===== src/common/prefetch_pkg.sv =====
// Prefetch buffer shared definitions
// Widths, bus request and response structs, controller state type

package prefetch_pkg;

  //////////////////////////////////////////////////
  // Widths and defaults
  //////////////////////////////////////////////////

  localparam int ADDR_W = 32;
  localparam int DATA_W = 32;

  // Queue depth used by the top level unless overridden
  localparam int DEFAULT_FIFO_DEPTH = 2;

  typedef logic [ADDR_W-1:0] addr_t;
  typedef logic [DATA_W-1:0] word_t;

  //////////////////////////////////////////////////
  // Transaction structs
  //////////////////////////////////////////////////

  // Controller to bus port, one fetch request
  typedef struct packed {
    logic  valid;
    addr_t addr;
  } fetch_req_t;

  // Instruction bus request, address always word-aligned
  typedef struct packed {
    logic  req;
    addr_t addr;
  } bus_req_t;

  // Instruction bus response
  typedef struct packed {
    logic  gnt;
    logic  rvalid;
    word_t rdata;
  } bus_rsp_t;

  // Fetch controller states
  typedef enum logic [1:0] {
    IDLE,
    WAIT_GNT,
    WAIT_RVALID,
    WAIT_ABORTED
  } ctrl_state_e;

endpackage


===== src/prefetch/obi_fetch_port.sv =====
// Instruction bus master
// Holds each request stable until grant and tracks the single read in flight

`timescale 1ns/100ps

module obi_fetch_port import prefetch_pkg::*; (
  input  logic       clk,
  input  logic       rst_n,

  // Controller side
  input  fetch_req_t fetch_req_i,
  output logic       trans_ready_o,
  output logic       rsp_valid_o,
  output word_t      rsp_rdata_o,

  // Bus side
  output bus_req_t   instr_bus_o,
  input  bus_rsp_t   instr_bus_i,

  output logic       busy_o
);

  // Request on the bus that has not been granted yet
  logic  pend_valid_q;
  addr_t pend_addr_q;

  logic  outstanding_q;
  // Granted read no longer wanted by the controller
  logic  drop_q;

  addr_t req_addr_aligned;
  logic  bus_gnt;
  logic  addr_match;

  assign req_addr_aligned = {fetch_req_i.addr[ADDR_W-1:2], 2'b00};

  // Registered copy wins while pending, else pass through
  // New reads wait for the one in flight to return
  always_comb begin
    if (pend_valid_q) begin
      instr_bus_o.req  = 1'b1;
      instr_bus_o.addr = pend_addr_q;
    end else begin
      instr_bus_o.req  = fetch_req_i.valid && (!outstanding_q || instr_bus_i.rvalid);
      instr_bus_o.addr = req_addr_aligned;
    end
  end

  assign bus_gnt    = instr_bus_o.req && instr_bus_i.gnt;
  assign addr_match = fetch_req_i.valid && (req_addr_aligned == instr_bus_o.addr);

  // Granted address must be the one the controller still wants
  assign trans_ready_o = bus_gnt && addr_match;

  assign rsp_valid_o = instr_bus_i.rvalid && outstanding_q && !drop_q;
  assign rsp_rdata_o = instr_bus_i.rdata;
  assign busy_o      = outstanding_q;

  always_ff @(posedge clk or negedge rst_n) begin
    if (!rst_n) begin
      pend_valid_q  <= 1'b0;
      outstanding_q <= 1'b0;
      drop_q        <= 1'b0;
    end else begin
      pend_valid_q <= instr_bus_o.req && !instr_bus_i.gnt;
      if (bus_gnt) begin
        outstanding_q <= 1'b1;
        drop_q        <= !addr_match;
      end else if (instr_bus_i.rvalid) begin
        outstanding_q <= 1'b0;
        drop_q        <= 1'b0;
      end
    end
  end

  // Address capture for a waited request
  always_ff @(posedge clk) begin
    if (instr_bus_o.req && !instr_bus_i.gnt) begin
      pend_addr_q <= instr_bus_o.addr;
    end
  end

endmodule


===== src/prefetch/fetch_queue.sv =====
// Instruction queue
// Circular buffer with almost-full flag and empty-queue bypass

`timescale 1ns/100ps

module fetch_queue import prefetch_pkg::*; #(
  parameter int FIFO_DEPTH = DEFAULT_FIFO_DEPTH
) (
  input  logic  clk,
  input  logic  rst_n,

  input  logic  flush_i,
  input  logic  rsp_keep_i,
  input  word_t rsp_rdata_i,

  input  logic  fetch_ready_i,
  output logic  queue_ready_o,
  output logic  queue_valid_o,
  output logic  fetch_valid_o,
  output word_t fetch_rdata_o
);

  localparam int PTR_W = $clog2(FIFO_DEPTH);
  localparam int CNT_W = $clog2(FIFO_DEPTH + 1);

  word_t            mem_q [FIFO_DEPTH];
  logic [PTR_W-1:0] wr_ptr_q;
  logic [PTR_W-1:0] rd_ptr_q;
  logic [CNT_W-1:0] usage_q;

  logic push;
  logic pop;

  assign queue_valid_o = (usage_q != '0);
  // Almost full at one slot below depth
  assign queue_ready_o = (usage_q < CNT_W'(FIFO_DEPTH - 1));

  // Store unless it goes straight to a ready fetch stage
  assign push = rsp_keep_i && (queue_valid_o || !fetch_ready_i);
  assign pop  = queue_valid_o && fetch_ready_i;

  //////////////////////////////////////////////////
  // Output select
  //////////////////////////////////////////////////

  // Oldest stored word first, else the live response
  assign fetch_rdata_o = queue_valid_o ? mem_q[rd_ptr_q] : rsp_rdata_i;
  assign fetch_valid_o = !flush_i && (queue_valid_o || rsp_keep_i);

  //////////////////////////////////////////////////
  // Pointers and usage
  //////////////////////////////////////////////////

  always_ff @(posedge clk or negedge rst_n) begin
    if (!rst_n) begin
      wr_ptr_q <= '0;
      rd_ptr_q <= '0;
      usage_q  <= '0;
    end else if (flush_i) begin
      // Flush beats any push in the same cycle
      wr_ptr_q <= '0;
      rd_ptr_q <= '0;
      usage_q  <= '0;
    end else begin
      if (push) begin
        wr_ptr_q <= (wr_ptr_q == PTR_W'(FIFO_DEPTH - 1)) ? '0 : wr_ptr_q + 1'b1;
      end
      if (pop) begin
        rd_ptr_q <= (rd_ptr_q == PTR_W'(FIFO_DEPTH - 1)) ? '0 : rd_ptr_q + 1'b1;
      end
      if (push && !pop) begin
        usage_q <= usage_q + 1'b1;
      end else if (pop && !push) begin
        usage_q <= usage_q - 1'b1;
      end
    end
  end

  // Storage
  always_ff @(posedge clk) begin
    if (push && !flush_i) begin
      mem_q[wr_ptr_q] <= rsp_rdata_i;
    end
  end

endmodule


===== src/prefetch/prefetch_ctrl.sv =====
// Prefetch controller
// Picks the fetch address, issues bus reads and marks aborted responses

`timescale 1ns/100ps

module prefetch_ctrl import prefetch_pkg::*; (
  input  logic       clk,
  input  logic       rst_n,

  input  logic       req_i,
  input  logic       branch_i,
  input  addr_t      branch_addr_i,

  // Queue has room for at least one more word
  input  logic       queue_ready_i,

  // Bus port handshake
  input  logic       trans_ready_i,
  input  logic       rsp_valid_i,
  output fetch_req_t fetch_req_o,

  // Response goes to the fetch stage or the queue
  output logic       rsp_keep_o
);

  ctrl_state_e state_q;
  ctrl_state_e state_d;

  // Last issued address, raw branch target or sequential
  addr_t addr_q;
  addr_t next_addr;

  addr_t req_addr;
  logic  req_valid;
  logic  addr_update;

  // Sequential word after the last issued one
  assign next_addr = {addr_q[ADDR_W-1:2], 2'b00} + ADDR_W'(4);

  //////////////////////////////////////////////////
  // Next state and request
  //////////////////////////////////////////////////

  always_comb begin
    state_d     = state_q;
    req_addr    = next_addr;
    req_valid   = 1'b0;
    addr_update = 1'b0;
    rsp_keep_o  = rsp_valid_i;

    unique case (state_q)
      // Nothing on the bus
      IDLE: begin
        if (branch_i) begin
          req_addr = branch_addr_i;
        end
        if (branch_i || (req_i && queue_ready_i)) begin
          req_valid   = 1'b1;
          addr_update = 1'b1;
          state_d     = trans_ready_i ? WAIT_RVALID : WAIT_GNT;
        end
      end

      // Keep requesting until granted
      WAIT_GNT: begin
        req_valid   = 1'b1;
        req_addr    = branch_i ? branch_addr_i : addr_q;
        addr_update = branch_i;
        if (trans_ready_i) begin
          state_d = WAIT_RVALID;
        end
      end

      // One read in flight
      WAIT_RVALID: begin
        if (branch_i) begin
          req_addr = branch_addr_i;
        end
        if (rsp_valid_i) begin
          // Chain the next read onto the response cycle
          if (branch_i || (req_i && queue_ready_i)) begin
            req_valid   = 1'b1;
            addr_update = 1'b1;
            state_d     = trans_ready_i ? WAIT_RVALID : WAIT_GNT;
          end else begin
            state_d = IDLE;
          end
        end else if (branch_i) begin
          // Read in flight is now stale, remember the target
          addr_update = 1'b1;
          state_d     = WAIT_ABORTED;
        end
      end

      // Stale read in flight, drop its data
      WAIT_ABORTED: begin
        rsp_keep_o  = 1'b0;
        req_addr    = branch_i ? branch_addr_i : addr_q;
        addr_update = branch_i;
        if (rsp_valid_i) begin
          // Branch target goes out as the stale word returns
          req_valid = 1'b1;
          state_d   = trans_ready_i ? WAIT_RVALID : WAIT_GNT;
        end
      end

      default: begin
        state_d = IDLE;
      end
    endcase
  end

  assign fetch_req_o.valid = req_valid;
  assign fetch_req_o.addr  = req_addr;

  //////////////////////////////////////////////////
  // State and address registers
  //////////////////////////////////////////////////

  always_ff @(posedge clk or negedge rst_n) begin
    if (!rst_n) begin
      state_q <= IDLE;
      addr_q  <= '0;
    end else begin
      state_q <= state_d;
      if (addr_update) begin
        addr_q <= req_addr;
      end
    end
  end

endmodule


===== src/prefetch/prefetch_buffer.sv =====
// Instruction prefetch buffer top level
// Controller, instruction bus master and instruction queue

`timescale 1ns/100ps

module prefetch_buffer import prefetch_pkg::*; #(
  parameter int FIFO_DEPTH = DEFAULT_FIFO_DEPTH
) (
  input  logic     clk,
  input  logic     rst_n,

  // Core side
  input  logic     req_i,
  input  logic     branch_i,
  input  addr_t    branch_addr_i,
  input  logic     fetch_ready_i,
  output logic     fetch_valid_o,
  output word_t    fetch_rdata_o,

  // Instruction bus
  output bus_req_t instr_bus_o,
  input  bus_rsp_t instr_bus_i,

  // Outstanding bus read
  output logic     busy_o
);

  // Controller to bus port
  fetch_req_t fetch_req;
  logic       trans_ready;
  logic       rsp_valid;
  word_t      rsp_rdata;

  // Controller to queue
  logic       rsp_keep;
  logic       queue_ready;

  //////////////////////////////////////////////////
  // Fetch controller
  //////////////////////////////////////////////////

  prefetch_ctrl u_ctrl (
    .clk           (clk),
    .rst_n         (rst_n),
    .req_i         (req_i),
    .branch_i      (branch_i),
    .branch_addr_i (branch_addr_i),
    .queue_ready_i (queue_ready),
    .trans_ready_i (trans_ready),
    .rsp_valid_i   (rsp_valid),
    .fetch_req_o   (fetch_req),
    .rsp_keep_o    (rsp_keep)
  );

  //////////////////////////////////////////////////
  // Bus master
  //////////////////////////////////////////////////

  obi_fetch_port u_bus_port (
    .clk           (clk),
    .rst_n         (rst_n),
    .fetch_req_i   (fetch_req),
    .trans_ready_o (trans_ready),
    .rsp_valid_o   (rsp_valid),
    .rsp_rdata_o   (rsp_rdata),
    .instr_bus_o   (instr_bus_o),
    .instr_bus_i   (instr_bus_i),
    .busy_o        (busy_o)
  );

  //////////////////////////////////////////////////
  // Instruction queue
  //////////////////////////////////////////////////

  // A branch flushes everything fetched so far
  fetch_queue #(
    .FIFO_DEPTH (FIFO_DEPTH)
  ) u_queue (
    .clk           (clk),
    .rst_n         (rst_n),
    .flush_i       (branch_i),
    .rsp_keep_i    (rsp_keep),
    .rsp_rdata_i   (rsp_rdata),
    .fetch_ready_i (fetch_ready_i),
    .queue_ready_o (queue_ready),
    .queue_valid_o (),
    .fetch_valid_o (fetch_valid_o),
    .fetch_rdata_o (fetch_rdata_o)
  );

endmodule


===== config.mk =====
export PLATFORM = sky130hd
export DESIGN_NAME = prefetch_buffer
export DESIGN_NICKNAME = d
export VERILOG_FILES = /design/src/common/prefetch_pkg.sv /design/src/prefetch/obi_fetch_port.sv /design/src/prefetch/fetch_queue.sv /design/src/prefetch/prefetch_ctrl.sv /design/src/prefetch/prefetch_buffer.sv
export SDC_FILE = /design/constraint.sdc
export NUM_CORES = 1
export LEC_CHECK = 0
export BUFFER_PORTS_ARGS = -buffer_cell sky130_fd_sc_hd__buf_2
export CAP_MARGIN = 20
export CORE_MARGIN = 4
export CORE_UTILIZATION = 39
export CTS_BUF_LIST = sky130_fd_sc_hd__clkbuf_16
export DETAILED_ROUTE_END_ITERATION = 6
export SETUP_SLACK_MARGIN = 0.1
export SLEW_MARGIN = 40
export SYNTH_ARGS = -nofsm -noshare
export SYNTH_HDL_FRONTEND = slang
export SYNTH_SLANG_ARGS = --single-unit

===== constraint.sdc =====
create_clock -name clk -period 4.85 [get_ports clk]
set_input_delay 0.97 -clock clk [delete_from_list [all_inputs] [get_ports clk]]
set_output_delay 0.97 -clock clk [all_outputs]
set_load 0.03 [all_outputs]

==> run_results.csv, run 1 <==
group,metric,value,unit
run_status,status,"finished clean",
layout,fillCellCount,1968,
layout,fin_cells,1250,
yosys,yosysSeqAreaShare,0.4684,
layout,final_util,0.4800,
yosys,syn_area,0.008238,mm²
route,wirelength,23360,µm
setup_path,criticalPathCategory,"register to output pin",
yosys,synth_warnings,0,
clocking,max-clock-path-buffers,2,
global_routing,use_met3,0.04071,
global_routing,grt_busiest_layer,"met1",
clocking,clk_latency,430,ps
power_and_ir_drop,p_leak,0.003708,µW
clocking,cts_tree,"yes",
route,routed_via_density,5.564,
power_and_ir_drop,irDropWorstVdd,0.0004518,V
power_and_ir_drop,p_per_area,682.2,mW/mm²
global_routing,grt_start_max_net_pins,68,
timing,hold_violations,0,
global_routing,antenna_found_initial,0,
clocking,cts_buffers,17,
yosys,syn_inst,857,
timing,setup_violations,0,
clocking,clk_pin_slew,70,ps
yosys,synth_top_area_share,0.3499,
global_routing,use_met1,0.2962,
yosys,yosysTopAreaCell,"edfxtp_1",
setup_path,critPathLaunchType,"register",
setup_path,crit_family,"simple AND/OR/NAND/NOR gates",
layout,multi_input_area,0.004086,mm²
setup_path,path_buf_inv,2,
timing,maxSlewHeadroom,0.4882,
timing,layout_worst_path_cycle_share,0.9169,
floorplanning,coreArea,0.02049,mm²
floorplanning,die_width,153.3,µm
layout,final_nets,1046,
setup_path,required,3880,ps
place,post-dp-hpwl,16760,µm
clocking,clock_sinks,135,
setup_path,slowest_delay,850,ps
global_routing,grt_usage,0.1987,
global_routing,grt_use_met2,0.2919,
setup_path,cp_max_fo,14,
place,placedInstanceArea,0.009200,mm²
place,gp_congestion,0.9411,
setup_path,crit_chain,"nand4_2, or4_1, buf_4, or3_1, a21oi_1, a21oi_1, o21ai_0, buf_2",
route,ant_nets,0,
route,via_count,6955,
route,routedWlPerCell,18.69,µm
global_routing,first_global_vias,6699,
timing,setup-tns-final,0,ps
setup_path,cpMaxStageDelayCell,"or4_1",
layout,final_common_cell,"buf_2",
clocking,cts_htree_levels,4,
timing,max_freq,0.2249,GHz
clocking,hold_buffers,0,
setup_path,critical_path.most_common_cell,"a21oi_1",
run,drv_cap,0,
floorplanning,row_count,52,
yosys,avgSynthCellArea,9.612,µm²
yosys,ys_types,77,
route,drtPass1Iterations,5,
yosys,syn-num-nets,936,
yosys,synthFlopType,"edfxtp_1",
route,drc_errors,0,
layout,antenna_cells,0,
global_routing,grt_pass1_wl,37540,µm
layout,regArea,0.003864,mm²
timing,rsz0062_at_grt,"no",
timing,period_needed,4447,ps
global_routing,grt-ovfl-total,0,
timing,worst_slew_pin_slew,767.6,ps
clocking,postCtsSetupBuffers,0,
route,drt_iter0_drc,648,
floorplanning,io_pins,138,
timing,clock-skew-final,11.18,ps
floorplanning,dieArea,0.02351,mm²
setup_path,end_kind,"output pin",
place,dp_cells,1218,
floorplanning,start_util,0.4020,
yosys,synth_edf_count,96,
layout,syn_to_final_growth,19.41,%
setup_path,arrival,3480,ps
clocking,root_buffer,"clkbuf_16",
floorplanning,die_h,153.3,µm
worst_hold_path,hp-class,"input pin to asynchronous set/reset pin",
timing,drv_slew,0,
place,portBuffers,135,
layout,stdcell_area,0.009837,mm²
layout,mostFrequentLayoutCells,"buf_2 (134), nand2_1 (109), o21ai_0 (105), edfxtp_1 (96)",
yosys,ys_ff_latch,135,
layout,layout-drive-gt1-share,0.2204,
yosys,synth_async_sr_flop_share,0.2889,
yosys,synth_area_leaders,"edfxtp_1 (35%), dfrtp_1 (12%), o21ai_0 (6.4%)",
sequential cells by signal (all words and copies together) (netlist names):
register and cells:
u_queue.usage_q 2, u_bus_port.drop_q 1, u_bus_port.busy_o 1, u_bus_port.pend_valid_q 1
u_bus_port.pend_addr_q 32, u_queue.mem_q 64, u_queue.rd_ptr_q 1, u_ctrl.state_q 2
u_ctrl.addr_q 30, u_queue.wr_ptr_q 1
cell type report:
cell class / count / share of cell area
clock buffer: 17 / 0.04325
clock inverter: 15 / 0.02048
multi-input combinational: 634 / 0.4154
tap: 270 / 0.03434
sequential: 135 / 0.3928
timing repair buffer: 156 / 0.08497
inverter: 23 / 0.008776
timing repair:
action | in CTS | in global routing
resized for setup | 0 | 1
setup endpoints to repair | 0 | 1
hold endpoints to repair | 0 | 0
path summary, 6_finish.rpt:
kind / startpoint / to / slack, ps / depth (start not counted)
hold / removal: rst_n / u_ctrl.addr_q[16] / 540 / 1
max in group asynchronous: rst_n / u_queue.rd_ptr_q / 3840 / 1
hold reg to reg: u_queue.usage_q[0] / u_queue.usage_q[0] / 560 / 2
setup reg to reg: u_ctrl.state_q[1] / u_ctrl.state_q[1] / 940 / 11
min in group clk: u_queue.usage_q[0] / u_queue.usage_q[0] / 560 / 2
setup / recovery: u_ctrl.addr_q[9] / instr_bus_o[18] / 400 / 8
layer usage:
metal,vias to the layer above,share of wire
met5,-,0
met4,0,0.017
met3,29,0.063
met2,226,0.44
met1,3269,0.48
li1,3431,-
cells in the mapped netlist (all sizes together) (5+ instances only):
cell type and n:
mux2i 38, nand4 23, edfxtp 96, buf 13
and2 8, o22ai 10, clkbuf 52, o21ai 107
and4 5, or3 7, nor4 17, nor2b 8
nor3 21, inv 23, xnor2 28, a211oi 7
dfrtp 39, o31ai 10, nand2b 11, a22oi 8
ha 8, nor3b 6, nor2 39, o41ai 5
xor2 23, a21oi 38, nand2 109, a221oi 5
nand3 16
worst reg2reg max path, delay by kind of cell (launching register included):
kind                       cells  cell delay, ps
DFF                            1             420
buffers and inverters          1             120
and+or+nand+nor                5            2120
adders and majority gates      1             200
xor gates and xnor gates       1             200
AOI/OAI and AO/OA              3             770
logic make-up after synthesis:
group                    synth area share
AO/OA/AOI/OAI                      0.1789
XOR/XNOR                          0.05969
adder cells (fa/ha/maj)           0.01215
buffers and inverters             0.04162
flip-flops                         0.4684
multiplexers                      0.04754
AND/OR/NAND/NOR                    0.1917
through the flow:
step / worst slack [ps] / power (µW) / hold slack, ps
5_1_grt: 127.4 / 7161 / 568.5
3_3_place_gp: 813.2 / 5352 / 529.5
2_1_floorplan: 165.0 / 4392 / 509.9
6_report: 403.1 / 6710 / 540.2
3_5_place_dp: 796.9 / 5387 / 548.9
4_1_cts: 356.9 / 6741 / 554.3
power breakdown:
group	internal [µW]	switching (µW)
clock network	705	621
logic	1120	2130
registers	1610	520
total	3440	3270
Note: power is estimated with default switching activity, not from simulation.
==> run 2: changes to the inputs <==
--- a/config.mk
+++ b/config.mk
@@ -15,4 +15,5 @@
 export SLEW_MARGIN = 40
 export SYNTH_ARGS = -nofsm -noshare
 export SYNTH_HDL_FRONTEND = slang
+export SYNTH_HIERARCHICAL = 1
 export SYNTH_SLANG_ARGS = --single-unit
==> run 2 against run 1 <==
Compared with the run above: flip-flop and latch count stayed put; sequential share of layout area is 2.6 points higher; critical path depth stayed put; register-to-register slack worse by 450 ps; first-iteration DRC count is 51% lower; sequential power is 32% lower; via count is 15% lower; final cell count is 10% lower; final area is 6.2% lower; largest cell class is now registers; highest routed layer is now met5.
==> run_results.csv, run 2 <==
group,metric,value,unit
route,drt_iter0_drc,319,
setup_path,slowest_delay,580,ps
route,via_count,5892,
run_status,status,"finished clean",
layout,regArea,0.003864,mm²
route,routed_via_density,5.247,
yosys,syn_area,0.007860,mm²
layout,layout-drive-gt1-share,0.2809,
place,pre_cts_slack,163.2,ps
yosys,synth_warnings,6,
global_routing,first_global_vias,5588,
global_routing,grt_usage,0.1651,
setup_path,critical_path.most_common_cell,"or4_4",
timing,drv_slew,0,
clocking,cts_resized,0,
layout,final_common_cell,"buf_2",
layout,regMostFlops,"u_queue/mem_q",
clocking,clk_pin_slew,60,ps
setup_path,crit_chain,"inv_1, ha_1, or4b_1, or4_4, or4_4, mux2i_1, mux2_2, buf_2",
place,portBuffers,135,
layout,syn_to_final_growth,17.38,%
setup_path,arrival,3570,ps
timing,hold_violations,0,
clocking,clock_sinks,135,
layout,fillCellCount,1900,
route,wirelength,18450,µm
layout,final_util,0.4694,
clocking,clk_latency,420,ps
setup_path,cp_max_fo,6,
yosys,avgSynthCellArea,10.49,µm²
route,drc_errors,0,
clocking,postCtsSetupBuffers,0,
worst_hold_path,hp-class,"register to register",
layout,mostFrequentLayoutCells,"buf_2 (134), nand2_1 (97), edfxtp_1 (96), o21ai_0 (61), mux2i_1 (59)",
timing,period_needed,4541,ps
clocking,root_buffer,"clkbuf_16",
place,post-dp-hpwl,13100,µm
timing,max_freq,0.2202,GHz
global_routing,antenna_found_initial,2,
run,drv_cap,0,
timing,rsz0062_at_grt,"no",
floorplanning,row_count,51,
place,gp_congestion,0.8525,
power_and_ir_drop,p_per_area,398.8,mW/mm²
setup_path,cpMaxStageDelayCell,"or4b_1",
timing,setup-tns-final,0,ps
power_and_ir_drop,irDropWorstVdd,0.0002755,V
yosys,syn_inst,749,
setup_path,critPathLaunchType,"register",
clocking,hold_buffers,0,
layout,antenna_cells,0,
setup_path,criticalPathCategory,"register to output pin",
setup_path,end_kind,"output pin",
layout,largest_reg_flops,64,
clocking,cts_tree,"yes",
power_and_ir_drop,p_leak,0.003680,µW
floorplanning,start_util,0.3999,
floorplanning,die_h,150.0,µm
clocking,cts_htree_levels,4,
layout,final_nets,924,
layout,reg_top3,"u_queue/mem_q x64, u_bus_port/pend_addr_q x32, u_ctrl/addr_q x30",
route,drtPass1Iterations,5,
floorplanning,coreArea,0.01965,mm²
floorplanning,die_width,150.0,µm
global_routing,grt-ovfl-total,0,
timing,worst_slew_pin_slew,616.1,ps
floorplanning,dieArea,0.02249,mm²
setup_path,required,3880,ps
route,ant_nets,0,
layout,multi_input_area,0.003447,mm²
floorplanning,io_pins,138,
clocking,max-clock-path-buffers,2,
timing,clock-skew-final,11.23,ps
timing,setup_ws,308.6,ps
timing,layout_worst_path_cycle_share,0.9364,
timing,maxSlewHeadroom,0.5861,
clocking,cts_buffers,17,
global_routing,grt_start_max_net_pins,68,
yosys,syn-num-nets,828,
route,routedWlPerCell,16.43,µm
timing,setup_violations,0,
global_routing,grt_pass1_wl,29280,µm
run 2: per-layer routing:
| layer | GRT usage | vias to the layer above | routed length [µm] |
|---|---|---|---|
| li1 | - | 2921 | - |
| met1 | 0.2265 | 2790 | 8591 |
| met2 | 0.2638 | 157 | 8566 |
| met3 | 0.03907 | 20 | 1022 |
| met4 | 0.04254 | 4 | 245 |
| met5 | 0 | - | 27 |
run 2: path summary, 6_finish.rpt:
path	cells after the start	endpoint	slack, ps	from
min	2	u_bus_port/busy_o	540	u_bus_port/busy_o
max reg2reg	14	u_ctrl/state_q[0]	490	u_ctrl/state_q[1]
max in group asynchronous	2	u_queue/rd_ptr_q	3780	rst_n
min in group asynchronous	2	u_ctrl/addr_q[9]	620	rst_n
max	8	instr_bus_o[23]	310	u_ctrl/state_q[1]
min reg2reg	2	u_bus_port/busy_o	540	u_bus_port/busy_o
run 2: area by class of cell:
cell class,instances,area share
clock buffers,17,0.04611
clock inverters,15,0.02482
repair buffers,154,0.08896
multi-input cells,508,0.3736
inverters,29,0.01180
flip-flops and latches,135,0.4188
well taps,265,0.03594
run 2: where the power goes:
| group | internal [µW] | switching, µW | leakage [µW] | total (µW) |
|---|---|---|---|---|
| clock | 844 | 572 | 0.000317 | 1420 |
| sequential | 1310 | 129 | 0.00132 | 1440 |
| combinational | 304 | 522 | 0.00204 | 826 |
| total | 2460 | 1220 | 0.00368 | 3680 |
run 2: worst max-delay path, delay by kind of cell, from the launching register on:
kind                       cells  cell delay [ps]
muxes                          2              620
DFF                            1              370
and+or+nand+nor                3             1610
adders and majority gates      1              260
buffers and inverters          2              290
run 2: per-stage QoR:
step	instances	total power [µW]	hold slack, ps	area, µm²
finish	1123	3680	539.1	9226
CTS	1123	3710	541.1	9203
floorplan	749	2066	515.1	7860
global placement	1091	2272	525.0	8536
detailed placement	1091	2284	525.5	8548
global route	1123	3856	578.8	9226
